$ cat src/logic/bram_geom_pkg.sv
// storage geometry of the 16 Kb mixed width block ram
// port a sees halfwords, port b sees words, both over the same byte lanes
// all sizes are fixed here; other widths are not supported

package bram_geom_pkg;

	// a word is split into this many byte lanes
	localparam int lane_count = 4;

	// bits per lane
	localparam int byte_width = 8;

	// lanes that make up one port a halfword
	localparam int half_lanes = 2;

	// halfwords per word
	localparam int word_halves = lane_count / half_lanes;

	// port widths in bits
	localparam int half_width = half_lanes * byte_width;
	localparam int word_width = lane_count * byte_width;

	// 512 words of 32 bits gives 16 Kb
	localparam int word_depth = 512;

	// address widths, word index for port b and halfword index for port a
	localparam int word_addr_width = 9;
	localparam int half_addr_width = 10;

endpackage

$ cat src/logic/bram_port_pkg.sv
// data, enable and address types for both ram ports
// halfword address h maps to word h/2, the even address is the low half
// the union gives two views of one word and adds no logic

package bram_port_pkg;

	// one lane of storage
	typedef logic [bram_geom_pkg::byte_width-1:0] byte_t;

	// port a data
	typedef logic [bram_geom_pkg::half_width-1:0] half_t;

	// port b data
	typedef logic [bram_geom_pkg::word_width-1:0] word_t;

	// word index, shared by port b and the lane storage
	typedef logic [bram_geom_pkg::word_addr_width-1:0] word_addr_t;

	// port a halfword address
	typedef logic [bram_geom_pkg::half_addr_width-1:0] half_addr_t;

	// byte enables, one bit per lane
	typedef logic [bram_geom_pkg::half_lanes-1:0] half_we_t;
	typedef logic [bram_geom_pkg::lane_count-1:0] word_we_t;

	// one word seen as four bytes or as two halfwords
	// index 0 is the low lane or the low half
	typedef union packed {
		byte_t [bram_geom_pkg::lane_count-1:0] bytes;
		half_t [bram_geom_pkg::word_halves-1:0] halves;
	} word_lanes_u;

endpackage

$ cat src/logic/half_port_map.sv
// steers 16 bit port a requests onto lane pair 0-1 or 2-3
// the low address bit picks the pair, the rest is the word index
// one cycle read latency, no stall; one request per cycle at most

`timescale 1ns/1ps

module half_port_map (
	input  logic                       clk_a_in,
	input  logic                       rst,

	input  logic                       en_a,
	input  bram_port_pkg::half_we_t    we_a,
	input  bram_port_pkg::half_addr_t  addr_a,
	input  bram_port_pkg::half_t       wr_data_a,

	output bram_port_pkg::word_we_t    lane_en,
	output bram_port_pkg::word_we_t    lane_we,
	output bram_port_pkg::word_addr_t  lane_addr,
	output bram_port_pkg::word_lanes_u lane_wr,
	input  bram_port_pkg::word_lanes_u lane_rd,

	output bram_port_pkg::half_t       rd_data_a,
	output logic                       rd_valid_a
);

	logic half_sel;
	logic half_sel_q;
	logic valid_q;

	// even halfword address is the low half of the word
	assign half_sel = addr_a[0];
	assign lane_addr = addr_a[bram_geom_pkg::half_addr_width-1:1];

	// enable only the lane pair that holds the addressed halfword
	always_comb begin
		for (int i = 0; i < bram_geom_pkg::lane_count; i++) begin
			lane_en[i] = en_a && ((i / bram_geom_pkg::half_lanes) == int'(half_sel));
			lane_we[i] = lane_en[i] && we_a[i % bram_geom_pkg::half_lanes];
		end
	end

	// same data on both halves, the enables decide which one is used
	always_comb begin
		for (int h = 0; h < bram_geom_pkg::word_halves; h++) begin
			lane_wr.halves[h] = wr_data_a;
		end
	end

	// remember which half to return on the next cycle
	always_ff @(posedge clk_a_in) begin
		if (rst) begin
			half_sel_q <= 1'b0;
			valid_q <= 1'b0;
		end else begin
			valid_q <= en_a;
			if (en_a) begin
				half_sel_q <= half_sel;
			end
		end
	end

	assign rd_data_a = lane_rd.halves[half_sel_q];
	assign rd_valid_a = valid_q;

endmodule

$ cat config.mk
export PLATFORM = sky130hd
export DESIGN_NAME = half_port_map
export DESIGN_NICKNAME = d
export VERILOG_FILES = /design/src/logic/bram_geom_pkg.sv /design/src/logic/bram_port_pkg.sv /design/src/logic/half_port_map.sv
export SDC_FILE = /design/constraint.sdc
export NUM_CORES = 1
export LEC_CHECK = 0
export BUFFER_PORTS_ARGS = -buffer_cell sky130_fd_sc_hd__buf_2
export CAP_MARGIN = 10
export CORE_MARGIN = 2
export CORE_UTILIZATION = 25
export DETAILED_ROUTE_END_ITERATION = 8
export GPL_TIMING_DRIVEN = 0
export PLACE_DENSITY = 0.77
export SYNTH_ARGS = -nofsm -noshare
export SYNTH_HDL_FRONTEND = slang
export SYNTH_SLANG_ARGS = --single-unit
$ cat constraint.sdc
create_clock -name clk_a_in -period 1.15 [get_ports clk_a_in]
set_input_delay 0.0575 -clock clk_a_in [delete_from_list [all_inputs] [get_ports clk_a_in]]
set_output_delay 0.0575 -clock clk_a_in [all_outputs]
set_load 0.01 [all_outputs]
==> results of run 1 <==
## layer usage
layer	global-route usage	part of all wire	vias up
met5	0	0	-
met4	0.06272	0.012	0
met3	0.05581	0.15	2
met2	0.2772	0.58	72
met1	0.1157	0.25	363
li1	-	-	410
## flip-flops by register name, summed over array words and instances (netlist names)
signal and flops:
half_sel_q 1, rd_valid_a 1
## worst min-delay path by stage
stage / start / end / slack, ps / depth (start not counted)
floorplan: rst / rd_valid_a$_SDFF_PP0_ / 130 / 1
global placement: rst / rd_valid_a$_SDFF_PP0_ / 230 / 2
detailed placement: rst / rd_valid_a$_SDFF_PP0_ / 240 / 2
CTS: en_a / rd_valid_a$_SDFF_PP0_ / 120 / 2
global route: en_a / rd_valid_a$_SDFF_PP0_ / 150 / 2
finish: en_a / rd_valid_a$_SDFF_PP0_ / 130 / 2
## critical path, delay by kind of cell (launching register included)
kind                   cells  cell delay [ps]
muxes                      1              310
buffers and inverters      2              270
DFF                        1              380
## logic make-up after synthesis
logic type	after synthesis	share of synthesized area
flops	2	0.06015
simple gates	8	0.07142
mux	17	0.3365
buf+inv	45	0.5320
## final cells by class
| type | instances | area (µm²) | share of cell area |
|---|---|---|---|
| tap | 30 | 37.54 | 0.02695 |
| multi-input combinational | 25 | 290.3 | 0.2084 |
| clock buffer | 3 | 22.52 | 0.01617 |
| buffer | 44 | 342.8 | 0.2462 |
| sequential | 2 | 43.79 | 0.03145 |
| timing repair buffer | 108 | 655.6 | 0.4708 |
## cell usage in the layout (no fill, tap or decap), drive strengths merged
master and n:
nor2 1, and2 3, clkbuf 3, and3 2, mux2 16, nor2b 2
mux2i 1, dfxtp 2, dlygate4sd3 1, buf 151
## stage by stage
| step | cell area (µm²) | TNS [ps] |
|---|---|---|
| after CTS | 1401 | -2007 |
| after global routing | 1393 | -1831 |
| final | 1393 | -1204 |
| after detailed placement | 1219 | 0 |
| after global placement | 1219 | 0 |
| after floorplan | 665.6 | 0 |
## power by group through the flow
stage	combinational (µW)	clock (µW)	sequential [µW]
2_1_floorplan	289	0	77.0
3_3_place_gp	477	0	76.3
3_5_place_dp	482	0	76.1
4_1_cts	570	169	75.6
5_1_grt	598	174	79.5
6_report	560	158	78.7
## what timing repair did
action	4_1_cts	5_1_grt
endpoints found under the hold margin	2	0
hold buffers	1	0
gates resized for setup	22	1
gates cloned	0	0
setup buffers	4	0
endpoints found under the setup margin	16	16
==> impl_results.md, run 1 <==
- Chip width: 55.60 µm
- Status: complete, but fails checks
- Dpl ws: 55.63 ps
- Min Clock Period, post-route: 1251 ps
- Reg power frac: 0.099
- Clk_skew: 0 ps
- Mapped Cells: 72
- Final Wtd Congestion: 0.6550
- Root buf cell: clkbuf_4
- Critical path class: register to primary output
- Reg2reg end: half_sel_q$_SDFFE_PP0P_
- Via count: 847
- CTS buffer count: 3
- Failing checks: setup timing
- RSZ-0062 raised after global routing: true
- Post-synth top area cell: buf_4
- Vias in the first global route: 837
- FP Rows: 18
- Initial antenna violation count: 0
- Setup violations, final: 14
- Power, Total: 796.9 µW
- Startpoint Class: register
- Fin nets: 247
- Fmax: 0.7991 GHz
- CP arrival: 1190 ps
- Worst-path clk slew: 30 ps
- Clock sink total: 2
- Number of synthesized flops with an enable pin: 0
- Sequential area share after synthesis: 0.06015
- CTS tree: built
- P_leak: 0.0008606 µW
- Synthesis-to-finish area growth: 109.2%
- Relative slew slack: 0.8623
- Core ar.: 2500 µm²
- Period utilization: 1.088
- Comb pwr share: 0.703
- Ys Warns: 0
- Total inserted antenna cells: 0
- IO Pins: 129
- CP Launch Point: half_sel_q$_SDFFE_PP0P_
- DRC violations left: 0
- Synth async-reset ratio: 0
- Crit-path cells: buf_12, mux2_4, buf_6
- Final Hold Vio Count: 0
- Top post-synthesis cells by area: buf_4 (48%), mux2_4 (20%), mux2_2 (12%), dfxtp_1 (6.0%), buf_12 (3.0%)
- Final cell count without fillers: 212
- DRT Pass-1 Iters: 4
- Max-cap viol count: 0
- Clk Latency, worst-skew pair: 230 ps
- Via density per instance: 3.995
- Sw power: 244.5 µW
- Worst vdd ir: 0.0002994 V
- Die ar.: 3091 µm²
- Cell Pwr Density: 572.2 nW/µm²
- Mapped Nets: 135
- CP Capture Type: primary output
- Hold Path Class: input pin to register
- Crit path to: rd_data_a[10]
- Top cells by count, synth: buf_4 (43), mux2_4 (9), mux2_2 (7)
- Filler cells: 245
- Wire per inst: 10.58 µm
- Critical path's slowest cell: dfxtp_4
- Largest net degree at the start of global routing: 11
- Least-Margin Pin Slew: 206.2 ps
- Worst-path fanout max: 10
- Max Slew Vio Count: 0
- Initial DRC Count: 10
- WHS: 128.7 ps
- Crit-path max cell delay: 380 ps
- Post-synthesis cell type count: 11
- Final ANT Viol Nets: 0
- Post-synthesis cell area: 665.6 µm²
- Post-synth top flop: dfxtp_1
- Most common cell in the netlist: buf_4
- IO buf count: 103
- Yosys top cell area share: 0.4850
- R2R setup slack: 330 ps
- H-Tree Depth: 1
- WP data required: 1090 ps
- Total GRT Usage: 0.1386
- Flop and latch count out of synthesis: 2
- Average cell area after synthesis: 9.245 µm²
- Max Buffers Root-to-Sink: 2
- Share of cells above drive strength 1: 0.9396
- Overflow after GRT: 0
- Pint: 552.4 µW
- Detailed Place HPWL: 1.804 mm
- Reg2reg start: half_sel_q$_SDFFE_PP0P_
- Die height: 55.60 µm
- First-pass GRT wire length: 3.450 mm
- Dpl cells: 205
- Initial Utilization: 0.2663
- PnR worst setup slack: -101.4 ps
- Routed wire length: 2.244 mm
- Sw Ratio: 0.3069
- Clk network pwr share: 0.198
- Post-layout util: 0.5571
- FF-to-FF path depth: 3
Power figures use the tool's default switching activity.
==> run 2: changes to the inputs <==
--- a/config.mk
+++ b/config.mk
@@ -15,3 +15,4 @@
 export SYNTH_ARGS = -nofsm -noshare
 export SYNTH_HDL_FRONTEND = slang
 export SYNTH_SLANG_ARGS = --single-unit
+export TNS_END_PERCENT = 20
==> run 2 against run 1 <==
Net effect: the run still ends with setup timing left; via count shrank 0.94%; die area is the same; core utilization shrank 1.9 points; largest cell class unchanged; highest routed layer unchanged.
==> impl_results.md, run 2 (synthesized netlist as in run 1, its figures left out) <==
- Status: complete, but fails checks (unchanged)
- Failing checks: setup timing (unchanged)
- Die height: 55.60 µm (unchanged)
- Total inserted antenna cells: 0 (unchanged)
- Worst-path fanout max: 10 (unchanged)
- Wire per inst: 10.48 µm (was 10.58 µm)
- CTS tree: built (unchanged)
- Period utilization: 1.132 (was 1.088)
- Overflow after GRT: 0 (unchanged)
- Share of cells above drive strength 1: 0.9385 (was 0.9396)
- PnR worst setup slack: -151.6 ps (was -101.4 ps)
- Root buf cell: clkbuf_4 (unchanged)
- Cell Pwr Density: 574.8 nW/µm² (was 572.2 nW/µm²)
- Final Wtd Congestion: 0.6550 (unchanged)
- Top cell by count, worst path: buf_6
- Setup violations, final: 16 (was 14)
- Crit-path cells: buf_6, buf_12, mux2_4, buf_6 (was buf_12, mux2_4, buf_6)
- DRT Pass-1 Iters: 4 (unchanged)
- Most frequent cells in the layout: buf_2 (88), buf_4 (43), buf_6 (16), mux2_4 (9), mux2_2 (7) (was buf_2 (87), buf_4 (47), buf_6 (16), mux2_4 (14))
- Initial Utilization: 0.2663 (unchanged)
- Final Hold Vio Count: 0 (unchanged)
- WP data required: 1090 ps (about the same)
- Detailed Place HPWL: 1.804 mm (unchanged)
- Final ANT Viol Nets: 0 (unchanged)
- Via density per instance: 4.014 (was 3.995)
- Min Clock Period, post-route: 1302 ps (was 1251 ps)
- Crit-path max cell delay: 310 ps (was 380 ps)
- RSZ-0062 raised after global routing: true (unchanged)
- Startpoint Class: register (unchanged)
- Hold Path Class: input pin to register (unchanged)
- Worst vdd ir: 0.0002989 V (was 0.0002994 V)
- Max Slew Vio Count: 0 (unchanged)
- Critical path class: register to primary output (unchanged)
- Worst-path clk slew: 30 ps (about the same)
- Final TNS setup: -1662 ps (was -1204 ps)
- Clk_skew: 0 ps (unchanged)
- Clock sink total: 2 (unchanged)
- Power, Total: 773.8 µW (was 796.9 µW)
- P_leak: 0.0008254 µW (was 0.0008606 µW)
- Most common cell after layout, fill and taps aside: buf_2 (unchanged)
- Post-layout util: 0.5385 (was 0.5571)
- Dpl ws: 55.63 ps (unchanged)
- Fin nets: 244 (was 247)
- Filler cells: 257 (was 245)
- Fmax: 0.7683 GHz (was 0.7991 GHz)
- Initial DRC Count: 18 (was 10)
- Chip width: 55.60 µm (unchanged)
- CP Capture Type: primary output (unchanged)
- Clk Latency, worst-skew pair: 220 ps (was 230 ps)
- Max Buffers Root-to-Sink: 2 (unchanged)
- Critical path's slowest cell: dfxtp_2 (was dfxtp_4)
- Largest net degree at the start of global routing: 11 (unchanged)
- Relative slew slack: 0.8623 (about the same)
- Die ar.: 3091 µm² (unchanged)
- Routed wire length: 2.190 mm (was 2.244 mm)
- CTS buffer count: 3 (unchanged)
- IO Pins: 129 (unchanged)
- CP arrival: 1240 ps (was 1190 ps)
- Vias in the first global route: 825 (was 837)
- Synthesis-to-finish area growth: 102.3% (was 109.2%)
- FP Rows: 18 (unchanged)
- DRC violations left: 0 (unchanged)
- Max-cap viol count: 0 (unchanged)
- Initial antenna violation count: 0 (unchanged)
- IO buf count: 103 (unchanged)
- Core ar.: 2500 µm² (unchanged)
- First-pass GRT wire length: 3.339 mm (was 3.450 mm)
- Setup Buffers After CTS: 0 (was 4)
- H-Tree Depth: 1 (unchanged)
- Least-Margin Pin Slew: 206.1 ps (was 206.2 ps)
- Via count: 839 (was 847)
- Total GRT Usage: 0.1343 (was 0.1386)
run 2: layer usage:
| metal | routed length [µm] | global-route usage | vias up |
|---|---|---|---|
| met2 | 1301 | 0.2687 | 70 |
| met3 | 323 | 0.04884 | 2 |
| met5 | 0 | 0 | - |
| met4 | 27 | 0.06969 | 0 |
| li1 | - | - | 405 |
| met1 | 537 | 0.1114 | 362 |
run 2: critical path, delay by kind of cell, from the launching register on:
kind | cells | cell delay, ps
multiplexers | 1 | 310
buffers and inverters | 3 | 390
flip-flops | 1 | 310
run 2: where the power goes:
part | leakage, µW | internal, µW | switching, µW
registers | 0.0000169 | 74.3 | 1.25
logic | 0.000795 | 347 | 195
clock network | 0.0000138 | 115 | 41.0
run 2: path summary, 6_finish.rpt:
path,end,depth (start not counted),slack (ps),start
min,rd_valid_a$_SDFF_PP0_,2,130,en_a
max,rd_data_a[10],4,-150,half_sel_q$_SDFFE_PP0P_
min reg2reg,half_sel_q$_SDFFE_PP0P_,4,780,half_sel_q$_SDFFE_PP0P_
max reg2reg,half_sel_q$_SDFFE_PP0P_,4,270,half_sel_q$_SDFFE_PP0P_
run 2: timing repair:
item | in CTS | in global routing
endpoints found under the setup margin | 16 | 16
hold buffers | 1 | 0
pin swaps | 0 | 0
resized for setup | 16 | 0
hold endpoints to repair | 2 | 0
run 2: metrics by stage:
stage                     hold slack, ps  instance area (µm²)  std cells
after global routing               147.4                 1346        209
after floorplan                    129.1                665.6         72
after detailed placement           238.8                 1219        205
after CTS                          123.5                 1346        209
final                              126.4                 1346        209
after global placement             231.7                 1219        205
run 2: layout make-up:
cell class              count  area (µm²)  area share
repair buffers            104       619.3      0.4600
clock buffers               3       22.52     0.01673
plain buffers              45       354.1      0.2630
flip-flops and latches      2       41.29     0.03067
well taps                  30       37.54     0.02788
multi-input cells          25       271.5      0.2017
